--- src/verilog/apb_ss_pkg.sv ---
// Single AHB-lite master assumed; only slots 0 and 1 are mapped; 1-bit hresp; word-wide APB
package apb_ss_pkg;

  // ==========================================================================
  // Bus widths
  // ==========================================================================
  localparam int ADDR_W = 32;            // AHB and APB address
  localparam int DATA_W = 32;            // AHB and APB data
  localparam int STRB_W = DATA_W / 8;    // One strobe per byte lane
  localparam int GPIO_W = 16;            // GPIO pin count
  localparam int SLOT_W = 4;             // Peripheral slot field
  localparam int OFS_W  = 12;            // Byte offset inside a slot

  // ==========================================================================
  // Address map
  // ==========================================================================
  localparam logic [SLOT_W-1:0] SLOT_GPIO    = 4'd0;
  localparam logic [SLOT_W-1:0] SLOT_SCRATCH = 4'd1;

  // GPIO register offsets, byte addressed
  localparam logic [OFS_W-1:0] GPIO_OFS_OUT = 12'h000;
  localparam logic [OFS_W-1:0] GPIO_OFS_OE  = 12'h004;  // Active high here, pin is inverted
  localparam logic [OFS_W-1:0] GPIO_OFS_IN  = 12'h008;  // Read only

  localparam int SCRATCH_WORDS = 4;
  localparam int SCRATCH_IDX_W = $clog2(SCRATCH_WORDS);

  // AHB transfer and size codes
  localparam logic [1:0] HTRANS_IDLE   = 2'b00;
  localparam logic [1:0] HTRANS_BUSY   = 2'b01;
  localparam logic [1:0] HTRANS_NONSEQ = 2'b10;
  localparam logic [1:0] HTRANS_SEQ    = 2'b11;

  localparam logic [2:0] HSIZE_BYTE = 3'b000;
  localparam logic [2:0] HSIZE_HALF = 3'b001;
  localparam logic [2:0] HSIZE_WORD = 3'b010;

  localparam logic HRESP_OKAY  = 1'b0;
  localparam logic HRESP_ERROR = 1'b1;

  // APB sequencer states
  localparam logic [1:0] ST_IDLE   = 2'd0;
  localparam logic [1:0] ST_SETUP  = 2'd1;
  localparam logic [1:0] ST_ACCESS = 2'd2;

  // One AHB address, either as a raw word or split into map fields
  typedef union packed {
    logic [ADDR_W-1:0] raw;
    struct packed {
      logic [15:0] region;   // Must be zero
      logic [3:0]  slot;     // Peripheral select
      logic [9:0]  word;     // Register word index
      logic [1:0]  lane;     // Byte lane
    } f;
  } ahb_addr_u;

endpackage
--- src/verilog/apb_ss_top.sv ---
// AHB-lite to APB subsystem, single clock and synchronous low reset; GPIO in slot 0, scratch 1
`timescale 1ns/1ps

module apb_ss_top (
  input  logic                            i_hclk,
  input  logic                            i_hresetn,
  input  logic                            i_hsel,
  input  logic [apb_ss_pkg::ADDR_W-1:0]   i_haddr,
  input  logic [1:0]                      i_htrans,
  input  logic [2:0]                      i_hsize,
  input  logic                            i_hwrite,
  input  logic [apb_ss_pkg::DATA_W-1:0]   i_hwdata,
  input  logic [apb_ss_pkg::GPIO_W-1:0]   i_gpio_in,
  output logic [apb_ss_pkg::DATA_W-1:0]   o_hrdata,
  output logic                            o_hready,
  output logic                            o_hresp,
  output logic [apb_ss_pkg::GPIO_W-1:0]   o_gpio_out,
  output logic [apb_ss_pkg::GPIO_W-1:0]   o_gpio_oe_n
);

  // Decoded request
  logic                            req, err, write;
  logic [apb_ss_pkg::SLOT_W-1:0]   slot;
  logic [apb_ss_pkg::ADDR_W-1:0]   req_addr;
  logic [apb_ss_pkg::STRB_W-1:0]   strb;

  // APB bus
  logic                            psel_gpio, psel_scratch, penable, pwrite;
  logic [apb_ss_pkg::ADDR_W-1:0]   paddr;
  logic [apb_ss_pkg::DATA_W-1:0]   pwdata, prdata_gpio, prdata_scratch;
  logic [apb_ss_pkg::STRB_W-1:0]   pstrb;

  // Completion
  logic                            done;
  logic [apb_ss_pkg::SLOT_W-1:0]   done_slot;

  ahb_decode u_decode (
    .i_hclk (i_hclk), .i_hresetn (i_hresetn),
    .i_hsel (i_hsel), .i_haddr (i_haddr), .i_htrans (i_htrans),
    .i_hsize (i_hsize), .i_hwrite (i_hwrite), .i_hready (o_hready),   // Own hready
    .o_req (req), .o_err (err), .o_slot (slot),
    .o_paddr (req_addr), .o_write (write), .o_strb (strb)
  );

  apb_execute u_execute (
    .i_hclk (i_hclk), .i_hresetn (i_hresetn),
    .i_req (req), .i_err (err), .i_slot (slot), .i_paddr (req_addr),
    .i_write (write), .i_strb (strb), .i_hwdata (i_hwdata),
    .o_psel_gpio (psel_gpio), .o_psel_scratch (psel_scratch), .o_penable (penable),
    .o_paddr (paddr), .o_pwrite (pwrite), .o_pwdata (pwdata), .o_pstrb (pstrb),
    .o_done (done), .o_done_slot (done_slot)
  );

  ahb_result u_result (
    .i_hclk (i_hclk), .i_hresetn (i_hresetn),
    .i_req (req), .i_err (err), .i_done (done), .i_done_slot (done_slot),
    .i_prdata_gpio (prdata_gpio), .i_prdata_scratch (prdata_scratch),
    .o_hrdata (o_hrdata), .o_hready (o_hready), .o_hresp (o_hresp)
  );

  gpio_regs u_gpio (
    .i_hclk (i_hclk), .i_hresetn (i_hresetn),
    .i_psel (psel_gpio), .i_penable (penable), .i_pwrite (pwrite),
    .i_paddr (paddr), .i_pwdata (pwdata), .i_pstrb (pstrb), .i_gpio_in (i_gpio_in),
    .o_prdata (prdata_gpio), .o_gpio_out (o_gpio_out), .o_gpio_oe_n (o_gpio_oe_n)
  );

  scratch_regs u_scratch (
    .i_hclk (i_hclk), .i_hresetn (i_hresetn),
    .i_psel (psel_scratch), .i_penable (penable), .i_pwrite (pwrite),
    .i_paddr (paddr), .i_pwdata (pwdata), .i_pstrb (pstrb),
    .o_prdata (prdata_scratch)
  );

endmodule

--- src/verilog/scratch_regs.sv ---
// Four scratch words cleared by reset; upper address bits alias, word index is taken modulo 4
`timescale 1ns/1ps

module scratch_regs (
  input  logic                            i_hclk,
  input  logic                            i_hresetn,
  input  logic                            i_psel,
  input  logic                            i_penable,
  input  logic                            i_pwrite,
  input  logic [apb_ss_pkg::ADDR_W-1:0]   i_paddr,
  input  logic [apb_ss_pkg::DATA_W-1:0]   i_pwdata,
  input  logic [apb_ss_pkg::STRB_W-1:0]   i_pstrb,
  output logic [apb_ss_pkg::DATA_W-1:0]   o_prdata
);

  logic [apb_ss_pkg::SCRATCH_IDX_W-1:0] idx;
  logic                                 wr_en;
  logic [apb_ss_pkg::DATA_W-1:0]        mem_q [apb_ss_pkg::SCRATCH_WORDS];

  assign idx   = i_paddr[2 +: apb_ss_pkg::SCRATCH_IDX_W];   // Word select
  assign wr_en = i_psel && i_penable && i_pwrite;

  // Lane-strobed writes
  always_ff @(posedge i_hclk) begin
    if (!i_hresetn) begin
      for (int w = 0; w < apb_ss_pkg::SCRATCH_WORDS; w++) begin
        mem_q[w] <= '0;
      end
    end else if (wr_en) begin
      for (int b = 0; b < apb_ss_pkg::STRB_W; b++) begin
        if (i_pstrb[b]) mem_q[idx][8*b +: 8] <= i_pwdata[8*b +: 8];
      end
    end
  end

  assign o_prdata = mem_q[idx];   // Combinational read

endmodule

--- src/verilog/gpio_regs.sv ---
// 16-pin GPIO, lanes 2 and 3 ignored; OE register is active high, pin enable is active low
`timescale 1ns/1ps

module gpio_regs (
  input  logic                            i_hclk,
  input  logic                            i_hresetn,
  input  logic                            i_psel,
  input  logic                            i_penable,
  input  logic                            i_pwrite,
  input  logic [apb_ss_pkg::ADDR_W-1:0]   i_paddr,
  input  logic [apb_ss_pkg::DATA_W-1:0]   i_pwdata,
  input  logic [apb_ss_pkg::STRB_W-1:0]   i_pstrb,
  input  logic [apb_ss_pkg::GPIO_W-1:0]   i_gpio_in,
  output logic [apb_ss_pkg::DATA_W-1:0]   o_prdata,
  output logic [apb_ss_pkg::GPIO_W-1:0]   o_gpio_out,
  output logic [apb_ss_pkg::GPIO_W-1:0]   o_gpio_oe_n
);

  logic [apb_ss_pkg::OFS_W-1:0]   ofs;
  logic                           wr_en;
  logic [apb_ss_pkg::GPIO_W-1:0]  out_q;
  logic [apb_ss_pkg::GPIO_W-1:0]  oe_q;
  logic [apb_ss_pkg::GPIO_W-1:0]  sync1_q;
  logic [apb_ss_pkg::GPIO_W-1:0]  sync2_q;   // Value seen by IN reads

  assign ofs   = {i_paddr[apb_ss_pkg::OFS_W-1:2], 2'b00};   // Word aligned
  assign wr_en = i_psel && i_penable && i_pwrite;            // End of access phase

  // ==========================================================================
  // Output and enable registers
  // ==========================================================================
  always_ff @(posedge i_hclk) begin
    if (!i_hresetn) begin
      out_q <= '0;
      oe_q  <= '0;   // All pins tristated
    end else if (wr_en) begin
      for (int b = 0; b < apb_ss_pkg::GPIO_W / 8; b++) begin
        if (i_pstrb[b]) begin
          if (ofs == apb_ss_pkg::GPIO_OFS_OUT) out_q[8*b +: 8] <= i_pwdata[8*b +: 8];
          if (ofs == apb_ss_pkg::GPIO_OFS_OE)  oe_q[8*b +: 8]  <= i_pwdata[8*b +: 8];
        end
      end
    end
  end

  // Two-flop input synchroniser
  always_ff @(posedge i_hclk) begin
    if (!i_hresetn) begin
      sync1_q <= '0;
      sync2_q <= '0;
    end else begin
      sync1_q <= i_gpio_in;
      sync2_q <= sync1_q;
    end
  end

  // Read mux, unused offsets read zero
  always_comb begin
    o_prdata = '0;
    case (ofs)
      apb_ss_pkg::GPIO_OFS_OUT: o_prdata[apb_ss_pkg::GPIO_W-1:0] = out_q;
      apb_ss_pkg::GPIO_OFS_OE:  o_prdata[apb_ss_pkg::GPIO_W-1:0] = oe_q;
      apb_ss_pkg::GPIO_OFS_IN:  o_prdata[apb_ss_pkg::GPIO_W-1:0] = sync2_q;
      default:                  o_prdata = '0;
    endcase
  end

  assign o_gpio_out  = out_q;
  assign o_gpio_oe_n = ~oe_q;   // Pin driver enable, low active

endmodule

--- src/verilog/ahb_result.sv ---
// Drives hready and hresp for one transfer in flight; hrdata is only meaningful after a read
`timescale 1ns/1ps

module ahb_result (
  input  logic                            i_hclk,
  input  logic                            i_hresetn,
  input  logic                            i_req,
  input  logic                            i_err,
  input  logic                            i_done,
  input  logic [apb_ss_pkg::SLOT_W-1:0]   i_done_slot,
  input  logic [apb_ss_pkg::DATA_W-1:0]   i_prdata_gpio,
  input  logic [apb_ss_pkg::DATA_W-1:0]   i_prdata_scratch,
  output logic [apb_ss_pkg::DATA_W-1:0]   o_hrdata,
  output logic                            o_hready,
  output logic                            o_hresp
);

  logic busy_q;   // APB access under way
  logic err1_q;   // First error cycle, hready low
  logic err2_q;   // Second error cycle, hready high

  always_ff @(posedge i_hclk) begin
    if (!i_hresetn) begin
      busy_q <= 1'b0;
      err1_q <= 1'b0;
      err2_q <= 1'b0;
    end else begin
      err1_q <= i_req && i_err;
      err2_q <= err1_q;
      if (i_req && !i_err) busy_q <= 1'b1;
      else if (i_done)     busy_q <= 1'b0;
    end
  end

  // Read data picked by the slot that just finished
  always_ff @(posedge i_hclk) begin
    if (i_done) begin
      case (i_done_slot)
        apb_ss_pkg::SLOT_SCRATCH: o_hrdata <= i_prdata_scratch;
        default:                  o_hrdata <= i_prdata_gpio;
      endcase
    end
  end

  assign o_hready = !(i_req || busy_q || err1_q);   // Low from accept to done
  assign o_hresp  = (err1_q || err2_q) ? apb_ss_pkg::HRESP_ERROR : apb_ss_pkg::HRESP_OKAY;

  // Two-cycle error response
  a_err_two_cycle: assert property (@(posedge i_hclk) disable iff (!i_hresetn)
    ((o_hresp == apb_ss_pkg::HRESP_ERROR) && o_hready) |->
      $past((o_hresp == apb_ss_pkg::HRESP_ERROR) && !o_hready));

endmodule

--- src/verilog/apb_execute.sv ---
// Two-phase APB master; no pready or pslverr, so every access is exactly setup plus one access
`timescale 1ns/1ps

module apb_execute (
  input  logic                            i_hclk,
  input  logic                            i_hresetn,
  input  logic                            i_req,
  input  logic                            i_err,
  input  logic [apb_ss_pkg::SLOT_W-1:0]   i_slot,
  input  logic [apb_ss_pkg::ADDR_W-1:0]   i_paddr,
  input  logic                            i_write,
  input  logic [apb_ss_pkg::STRB_W-1:0]   i_strb,
  input  logic [apb_ss_pkg::DATA_W-1:0]   i_hwdata,
  output logic                            o_psel_gpio,
  output logic                            o_psel_scratch,
  output logic                            o_penable,
  output logic [apb_ss_pkg::ADDR_W-1:0]   o_paddr,
  output logic                            o_pwrite,
  output logic [apb_ss_pkg::DATA_W-1:0]   o_pwdata,
  output logic [apb_ss_pkg::STRB_W-1:0]   o_pstrb,
  output logic                            o_done,
  output logic [apb_ss_pkg::SLOT_W-1:0]   o_done_slot
);

  logic [1:0] state_q;
  logic       start;

  // Error requests never reach the APB side
  assign start = (state_q == apb_ss_pkg::ST_IDLE) && i_req && !i_err;

  // ==========================================================================
  // Sequencer
  // ==========================================================================
  always_ff @(posedge i_hclk) begin
    if (!i_hresetn) begin
      state_q        <= apb_ss_pkg::ST_IDLE;
      o_psel_gpio    <= 1'b0;
      o_psel_scratch <= 1'b0;
      o_penable      <= 1'b0;
    end else begin
      case (state_q)
        apb_ss_pkg::ST_IDLE: begin
          if (start) begin
            state_q        <= apb_ss_pkg::ST_SETUP;
            o_psel_gpio    <= (i_slot == apb_ss_pkg::SLOT_GPIO);
            o_psel_scratch <= (i_slot == apb_ss_pkg::SLOT_SCRATCH);
          end
        end
        apb_ss_pkg::ST_SETUP: begin
          state_q   <= apb_ss_pkg::ST_ACCESS;
          o_penable <= 1'b1;                  // Access phase
        end
        apb_ss_pkg::ST_ACCESS: begin
          state_q        <= apb_ss_pkg::ST_IDLE;  // No wait states
          o_psel_gpio    <= 1'b0;
          o_psel_scratch <= 1'b0;
          o_penable      <= 1'b0;
        end
        default: begin
          state_q <= apb_ss_pkg::ST_IDLE;
        end
      endcase
    end
  end

  // Address, data and strobes, stable through setup and access
  always_ff @(posedge i_hclk) begin
    if (start) begin
      o_paddr     <= {16'h0000, i_paddr[15:0]};   // Slot and offset only
      o_pwrite    <= i_write;
      o_pwdata    <= i_hwdata;                    // Data phase of the AHB transfer
      o_pstrb     <= i_write ? i_strb : '0;       // APB reads carry no strobes
      o_done_slot <= i_slot;
    end
  end

  // Peripherals and result both act at the edge leaving ACCESS
  assign o_done = (state_q == apb_ss_pkg::ST_ACCESS);

  // ==========================================================================
  // APB protocol checks
  // ==========================================================================
  a_penable_psel: assert property (@(posedge i_hclk) disable iff (!i_hresetn)
    o_penable |-> (o_psel_gpio || o_psel_scratch));

  a_one_psel: assert property (@(posedge i_hclk) disable iff (!i_hresetn)
    !(o_psel_gpio && o_psel_scratch));

endmodule

--- src/verilog/ahb_decode.sv ---
// Accepts one AHB-lite single transfer at a time; SEQ treated as NONSEQ; no hprot or locking
`timescale 1ns/1ps

module ahb_decode (
  input  logic                            i_hclk,
  input  logic                            i_hresetn,
  input  logic                            i_hsel,
  input  logic [apb_ss_pkg::ADDR_W-1:0]   i_haddr,
  input  logic [1:0]                      i_htrans,
  input  logic [2:0]                      i_hsize,
  input  logic                            i_hwrite,
  input  logic                            i_hready,
  output logic                            o_req,
  output logic                            o_err,
  output logic [apb_ss_pkg::SLOT_W-1:0]   o_slot,
  output logic [apb_ss_pkg::ADDR_W-1:0]   o_paddr,
  output logic                            o_write,
  output logic [apb_ss_pkg::STRB_W-1:0]   o_strb
);

  apb_ss_pkg::ahb_addr_u              addr;
  logic                               trans_valid;
  logic                               accept;
  logic                               map_err;
  logic [apb_ss_pkg::STRB_W-1:0]      strb;

  assign addr.raw = i_haddr;   // Field view used below

  // Only NONSEQ and SEQ carry a transfer
  always_comb begin
    case (i_htrans)
      apb_ss_pkg::HTRANS_NONSEQ,
      apb_ss_pkg::HTRANS_SEQ:    trans_valid = 1'b1;
      apb_ss_pkg::HTRANS_IDLE,
      apb_ss_pkg::HTRANS_BUSY:   trans_valid = 1'b0;
      default:                   trans_valid = 1'b0;
    endcase
  end

  assign accept = i_hsel && trans_valid && i_hready;

  // Unmapped region or slot
  assign map_err = (addr.f.region != '0) ||
                   !((addr.f.slot == apb_ss_pkg::SLOT_GPIO) ||
                     (addr.f.slot == apb_ss_pkg::SLOT_SCRATCH));

  // Byte strobes from size and lane
  always_comb begin
    case (i_hsize)
      apb_ss_pkg::HSIZE_BYTE: strb = 4'b0001 << addr.f.lane;
      apb_ss_pkg::HSIZE_HALF: strb = addr.f.lane[1] ? 4'b1100 : 4'b0011;
      apb_ss_pkg::HSIZE_WORD: strb = 4'b1111;
      default:                strb = 4'b1111;   // Flagged by assertion below
    endcase
  end

  // Request pulse and error flag
  always_ff @(posedge i_hclk) begin
    if (!i_hresetn) begin
      o_req <= 1'b0;
      o_err <= 1'b0;
    end else begin
      o_req <= accept;                   // One cycle only
      if (accept) o_err <= map_err;
    end
  end

  // Request payload, held until the next accept
  always_ff @(posedge i_hclk) begin
    if (accept) begin
      o_slot  <= addr.f.slot;
      o_paddr <= addr.raw;
      o_write <= i_hwrite;
      o_strb  <= strb;
    end
  end

  // ==========================================================================
  // Transfer checks
  // ==========================================================================
  a_size_max: assert property (@(posedge i_hclk) disable iff (!i_hresetn)
    accept |-> (i_hsize <= apb_ss_pkg::HSIZE_WORD));

  a_half_align: assert property (@(posedge i_hclk) disable iff (!i_hresetn)
    (accept && (i_hsize == apb_ss_pkg::HSIZE_HALF)) |-> !addr.f.lane[0]);

endmodule

--- config.mk ---
export PLATFORM = sky130hd
export DESIGN_NAME = apb_ss_top
export DESIGN_NICKNAME = d
export VERILOG_FILES = /design/src/verilog/apb_ss_pkg.sv /design/src/verilog/apb_ss_top.sv /design/src/verilog/scratch_regs.sv /design/src/verilog/gpio_regs.sv /design/src/verilog/ahb_result.sv /design/src/verilog/apb_execute.sv /design/src/verilog/ahb_decode.sv
export SDC_FILE = /design/constraint.sdc
export NUM_CORES = 1
export LEC_CHECK = 0
export BUFFER_PORTS_ARGS = -buffer_cell sky130_fd_sc_hd__buf_4
export CORE_ASPECT_RATIO = 0.75
export CORE_UTILIZATION = 30
export CTS_CLUSTER_DIAMETER = 100
export DETAILED_ROUTE_END_ITERATION = 6
export HOLD_SLACK_MARGIN = 0.12
export SLEW_MARGIN = 20
export SYNTH_ARGS = -nofsm -noshare
export SYNTH_HDL_FRONTEND = slang
export SYNTH_SLANG_ARGS = --single-unit
--- constraint.sdc ---
create_clock -name i_hclk -period 4.3 [get_ports i_hclk]
set_input_delay 0.215 -clock i_hclk [delete_from_list [all_inputs] [get_ports i_hclk]]
set_output_delay 0.215 -clock i_hclk [all_outputs]
set_load 0.01 [all_outputs]
Yosys cells after proc, flatten, opt, wreduce, memory -nomap -nowiden. Memory sizes are Yosys's and may differ from the RTL's. A register that Yosys moved wholly into a read port is not among the register bits. Cells that the tools add are included.

Muxes and demuxes: 36. Reduce and logical (&&, ||, !) cells: 36. Shift-type cells: 1. Equal/unequal tests: 12. Bitwise gates (word level): 1.

Operators by type and width (number): 16-bit case mux with 3 select lines (1); 32-bit two-way mux (1); 32-bit OR reduction (1); 1-bit two-way mux (22); 16-bit two-way mux (1); 16-bit inverter (1); 16-bit nonzero test (1); 4-bit by 1-bit equality test with 1-bit output, second input constant (3); 12-bit zero test (1); 3-bit AND reduction (4); 10-bit by 1-bit equality test with 1-bit output, second input constant (1); 10-bit by 2-bit equality test with 1-bit output, second input constant (1); 1-bit logical AND (10); 4-bit zero test (2); 4-bit two-way mux (2); 1-bit case mux with 2 select lines (4); 4-bit case mux with 2 select lines (1); 2-bit equality test, second input constant (3); 2-bit two-way mux (3); 2-bit nonzero test (3); 1-bit logical OR (5); 2-bit by 1-bit equality test with 1-bit output, second input constant (2); 2-bit zero test (2); 2-bit case mux with 2 select lines (1); other kinds (7) (10).

Flip-flop bits (word level): 180. Memories: 1. Output and inout bits: 66. Input port bits: 89. Logic and storage cells: 113. Bits in writable memories: 128.

Memories: u_scratch.mem_q (depth 4, width 32, read ports 1, clocked after memory_dff 1, write ports 4, line scratch_regs.sv:18) `logic [apb_ss_pkg::DATA_W-1:0] mem_q [apb_ss_pkg::SCRATCH_WORDS];`.

Longest topological paths before layout.
Word-level depth: 7. Gate-level depth with buffers: 6.

Cells and area by module. A second synthesis with hierarchy kept.

Cells, all modules: 933. Area, all modules: 13485.4 um2.

Modules (own cells, without submodules): scratch_regs (times used 1, cells each 394, area an instance 5841.9 um2); gpio_regs (times used 1, cells each 289, area an instance 2703.8 um2); apb_execute (times used 1, cells each 111, area an instance 2162.1 um2); ahb_result (times used 1, cells each 78, area an instance 1482.7 um2); ahb_decode (times used 1, cells each 61, area an instance 1295.0 um2).

Least setup slack after synthesis. Ideal clock, no wire load.

Path kind: register to register. Start point: register u_execute.state_q[0]. End point: register u_execute.o_psel_gpio. Slack: 1984 ps. Cell stages (with the launch flop): 7. Path buffers: 0. Arrival time: 2243 ps. Path through: dfxtp_1 -> inv_1 -> ha_1 -> nand3b_1 -> inv_1 -> o211ai_1 -> a21oi_1.

Longest elaborated chain between the ends: 5. Elaborated cells on any way between the ends: 8. Those cells by class: 2 x eq/ne; 1 x mux; 5 x reduce/logical.

RTL lines: start: declaration (line apb_execute.sv:25) `logic [1:0] state_q;`; start signal: assignment (line apb_execute.sv:36) `state_q <= apb_ss_pkg::ST_IDLE;`; start signal: assignment (line apb_execute.sv:44) `state_q <= apb_ss_pkg::ST_SETUP;`; start signal: assignment (line apb_execute.sv:50) `state_q <= apb_ss_pkg::ST_ACCESS;`; 2-bit zero test (line apb_execute.sv:29) `assign start = (state_q == apb_ss_pkg::ST_IDLE) && i_req && !i_err;`; 1-bit logical AND (2 in series) (line apb_execute.sv:29); named net u_execute.start (line apb_execute.sv:26) `logic start;`; 2-bit by 1-bit inequality test with 1-bit output (no source line); 2-bit AND reduction (no source line); end signal: assignment (line apb_execute.sv:45) `o_psel_gpio <= (i_slot == apb_ss_pkg::SLOT_GPIO);`; end: declaration (line apb_execute.sv:14) `output logic o_psel_gpio,`.

The timed path passes the listed nets, and every way through them passes these cells. A chain may end at the register's enable or synchronous reset.

Worst setup path in the final report.
Start point: register u_execute.o_paddr[2] (netlist bit). End point: register u_gpio.out_q, in the netlist u_gpio.o_gpio_out[8].

Longest elaborated chain between the ends: 2.

RTL lines: start: declaration (line apb_execute.sv:17) `output logic [apb_ss_pkg::ADDR_W-1:0] o_paddr,`; start signal: assignment (line apb_execute.sv:69) `o_paddr <= {16'h0000, i_paddr[15:0]};`; 12-bit zero test (line gpio_regs.sv:39) `if (ofs == apb_ss_pkg::GPIO_OFS_OUT) out_q[8*b +: 8] <= i_pwdata[8*b +: 8];`; 3-bit AND reduction (no source line); end signal: indexed assignment (line gpio_regs.sv:39); end: declaration (line gpio_regs.sv:21) `logic [apb_ss_pkg::GPIO_W-1:0] out_q;`.

Every way passes these cells.

==> impl_metrics.yaml <==
status:
  status: "finished, final reports clean"
synthesis:
  ys_seq_area_frac: 0.691
  syn_inst: 833
  synth_area_leader_cell: "edfxtp_1"
  synth.distinct_cells: 39
  synthArstFlopShare: 0
  synthXorXnorAreaFrac: 0
  synth_area_per_cell_um2: 14.6
  synthFlopType: "edfxtp_1"
  synth_nets: 926
  synth_fa_ha_area_frac: 0.00410
  synth_top_area_frac: 0.566
  ys.warnings.count: 0
  synth_top_family_by_area: "simple AND/OR/NAND/NOR gates"
  synth_top_cells_by_area: "edfxtp_1, dfxtp_1, and2_1"
  synth-compound-area-share: 0.0298
  synth_mux_area_frac: 0.0985
  synth_area_mm2: 0.0122
  synthSimpleGateAreaFrac: 0.157
  synth_edf_count: 230
  ys_ff_latch: 306
setup_path:
  start_kind: "flop"
  path_class: "flop to flop"
  critPathLaunch: "u_execute.o_paddr[2]"
  crit_buf_inv: 0
  r2r_start: "u_execute.o_paddr[2]"
  cpMaxStageDelayCell: "edfxtp_1"
  reg2reg_setup_slack_ps: 1710
  worstSetupEndpoint: "u_gpio.o_gpio_out[8]"
  end_kind: "flop"
  r2r_cells: 3
  cp.arrival_ps: 3100
  critical-path-top-delay-family: "simple AND/OR/NAND/NOR gates"
  crit_fanout: 30
  r2r_end: "u_gpio.o_gpio_out[8]"
  critical_path.cell_chain: "or4bb_1, nor4_4, mux2i_1"
  path_depth: 3
  worstPathRequired_ps: 4810
  slowest_delay_ps: 800
global_route:
  track_usage: 0.143
  grt_util_met1: 0.192
  grt_pass1_wl_mm: 45.2
  grt_start_max_net_pins: 57
  antenna_found_initial: 0
  grt-busiest-layer: "met2"
  grt_pass1_vias: 7641
  use_met3: 0.0367
  grt_use_met2: 0.234
  overflow: 0
timing:
  fmax_mhz: 386
  fin_tns_setup_ps: 0
  slew_headroom: 0.304
  fin_crit_ps: 2590
  finalSetupViolCount: 0
  rsz0062_at_grt: "no"
  drv_slew: 0
  fin_skew_ps: 29.4
  hold_violations: 0
  worstMarginPinSlew_ps: 1040
  fin_crit_sh: 0.603
cells_and_area:
  seqCellArea_mm2: 0.00843
  multi_input_area_mm2: 0.00354
  area_growth_pct: 30.3
  final_cells: 1626
  fillers: 3689
  nets: 1173
  fin_util: 0.399
  layout-drive-gt1-share: 0.242
route:
  wl_mm: 29.7
  drt_first_pass_iters: 5
  viasPerCell: 4.51
  drc: 0
  avgRoutedWirePerCell_um: 18.3
  drtIter0Drc: 617
  route.vias.total: 7328
  postRouteAntennaNets: 0
floorplan:
  core_mm2: 0.0398
  die_y_um: 177
  core.rowCount: 63
  start_util: 0.306
  dieArea_mm2: 0.0415
  ioPinCount: 155
  die_width_um: 235
clock_network:
  clockBufferDepth: 3
  clkTransAtPathRegs_ps: 60
  h-tree-depth: 1
  cts_tree: "done"
  clock-root-buffer: "clkbuf_16"
  cts_buffers: 31
  cts.sinks: 306
  clk_latency_ps: 590
pwr:
  peakVddDrop_v: 0.000287
  p_per_area_mw_per_mm2: 427
  p_leak_nw: 5.91
run:
  cap_violations: 0
placed_design:
  placedCellCount: 1489
  hpwlAfterDp_mm: 19.7
  place.gp.congestion: 0.758
  portBuffers: 153
hold_path:
  hold_class: "input port to flop"
## what timing repair did
action,in CTS,in global routing
setup endpoints to repair,0,0
setup buffers,0,0
hold buffers,78,0
resized for setup,0,0
endpoints found under the hold margin,75,0
## synthesized netlist by cell type (all sizes together), types with 3 or more instances
master / count
clkbuf: 24
nand2b: 17
dfxtp: 76
and2: 183
nor3: 10
nand3: 6
mux4: 32
o21ai: 22
edfxtp: 230
and3: 3
nor2: 8
ha: 4
nor4: 13
a21oi: 9
nand2: 75
inv: 22
a2bb2oi: 16
mux2i: 48
buf: 12
nor2b: 4
## per-stage QoR
step                      total power, mW  hold WS, ps  setup slack, ps  instance area (um^2)
after CTS                            6.85          308             1700                 15900
after detailed placement             3.88          395             1730                 14000
final                                6.78          338             1710                 15900
after global routing                 7.01          320             1500                 15900
after global placement               3.86          394             1790                 14000
after floorplan                      3.66          314             1980                 12200
## report_power, final
part | switching [mW] | total [mW] | leakage (nW) | internal [mW]
registers | 0.0892 | 3.40 | 2.88 | 3.31
clock network | 1.17 | 2.92 | 0.531 | 1.75
logic | 0.230 | 0.469 | 2.49 | 0.239
## final cells by class
| class | instances | area share |
|---|---|---|
| clock buffer | 34 | 0.0495 |
| antenna | 1 | 0.000158 |
| clock inverter | 24 | 0.0201 |
| multi-input combinational | 468 | 0.223 |
| sequential | 306 | 0.531 |
| tap | 520 | 0.0410 |
| inverter | 23 | 0.00543 |
| timing repair buffer | 250 | 0.130 |
## layout by cell type (no fill, tap or decap), types with 3 or more instances in the layout
cell	count
a21oi_1	9
a2bb2oi_1	16
and2_1	183
and3_1	3
buf_4	172
bufinv_16	7
clkbuf_1	3
clkbuf_16	31
clkinv_1	4
clkinv_2	6
clkinvlp_2	3
dfxtp_1	74
dlygate4sd3_1	78
edfxtp_1	230
ha_1	3
inv_1	21
mux2i_1	48
mux4_2	32
nand2_1	75
nand2b_1	17
nand3_1	6
nor2_1	8
nor2b_1	4
nor3_1	10
nor4_1	9
nor4_4	4
o21ai_0	22
## how the worst min path moves through the flow
stage	start	end	slack [ps]	cells after the start
2_1_floorplan	i_haddr[10]	u_decode.o_paddr[10]	310	0
3_3_place_gp	i_haddr[4]	u_decode.o_paddr[4]	390	1
6_report	i_hwdata[10]	u_execute.o_pwdata[10]	340	2
3_5_place_dp	i_hwdata[29]	u_execute.o_pwdata[29]	390	1
4_1_cts	i_haddr[5]	u_decode.o_paddr[5]	310	2
5_1_grt	i_hwdata[10]	u_execute.o_pwdata[10]	320	2
## sequential cells by signal (all words and copies together), names as in the netlist, 2 cells and up, named ones only
register,count
u_execute.o_paddr,10
u_gpio.o_gpio_out,16
u_execute.o_pwdata,32
u_gpio.sync2_q,16
u_decode.o_slot,4
u_scratch.mem_q,128
u_execute.o_pstrb,4
u_decode.o_strb,4
u_execute.state_q,2
u_gpio.sync1_q,16
u_decode.o_paddr,10
u_execute.o_done_slot,4
u_result.o_hrdata,32
u_gpio.oe_q,16
## kinds of logic (layout without fill, tap and decap cells)
kind of cell,after synthesis,after routing
AO/OA/AOI/OAI,55,55
AND/OR/NAND/NOR,329,329
other,0,1
multiplexers,80,80
adder cells (fa/ha/maj),4,4
buffers and inverters,59,331
flip-flops,306,306
## worst register-to-register path: cells and delay by family (launching register included)
kind / cells / cell delay (ps)
and+or+nand+nor: 2 / 1410
muxes: 1 / 300
DFF: 1 / 800
## layer usage
layer | routed length (um) | part of all wire | up-vias
li1 | - | - | 3507
met1 | 13400 | 0.45 | 3592
met2 | 13900 | 0.47 | 192
met3 | 1880 | 0.063 | 37
met4 | 531 | 0.018 | 0
met5 | 0 | 0 | -
Note: power is estimated with default switching activity, not from simulation.
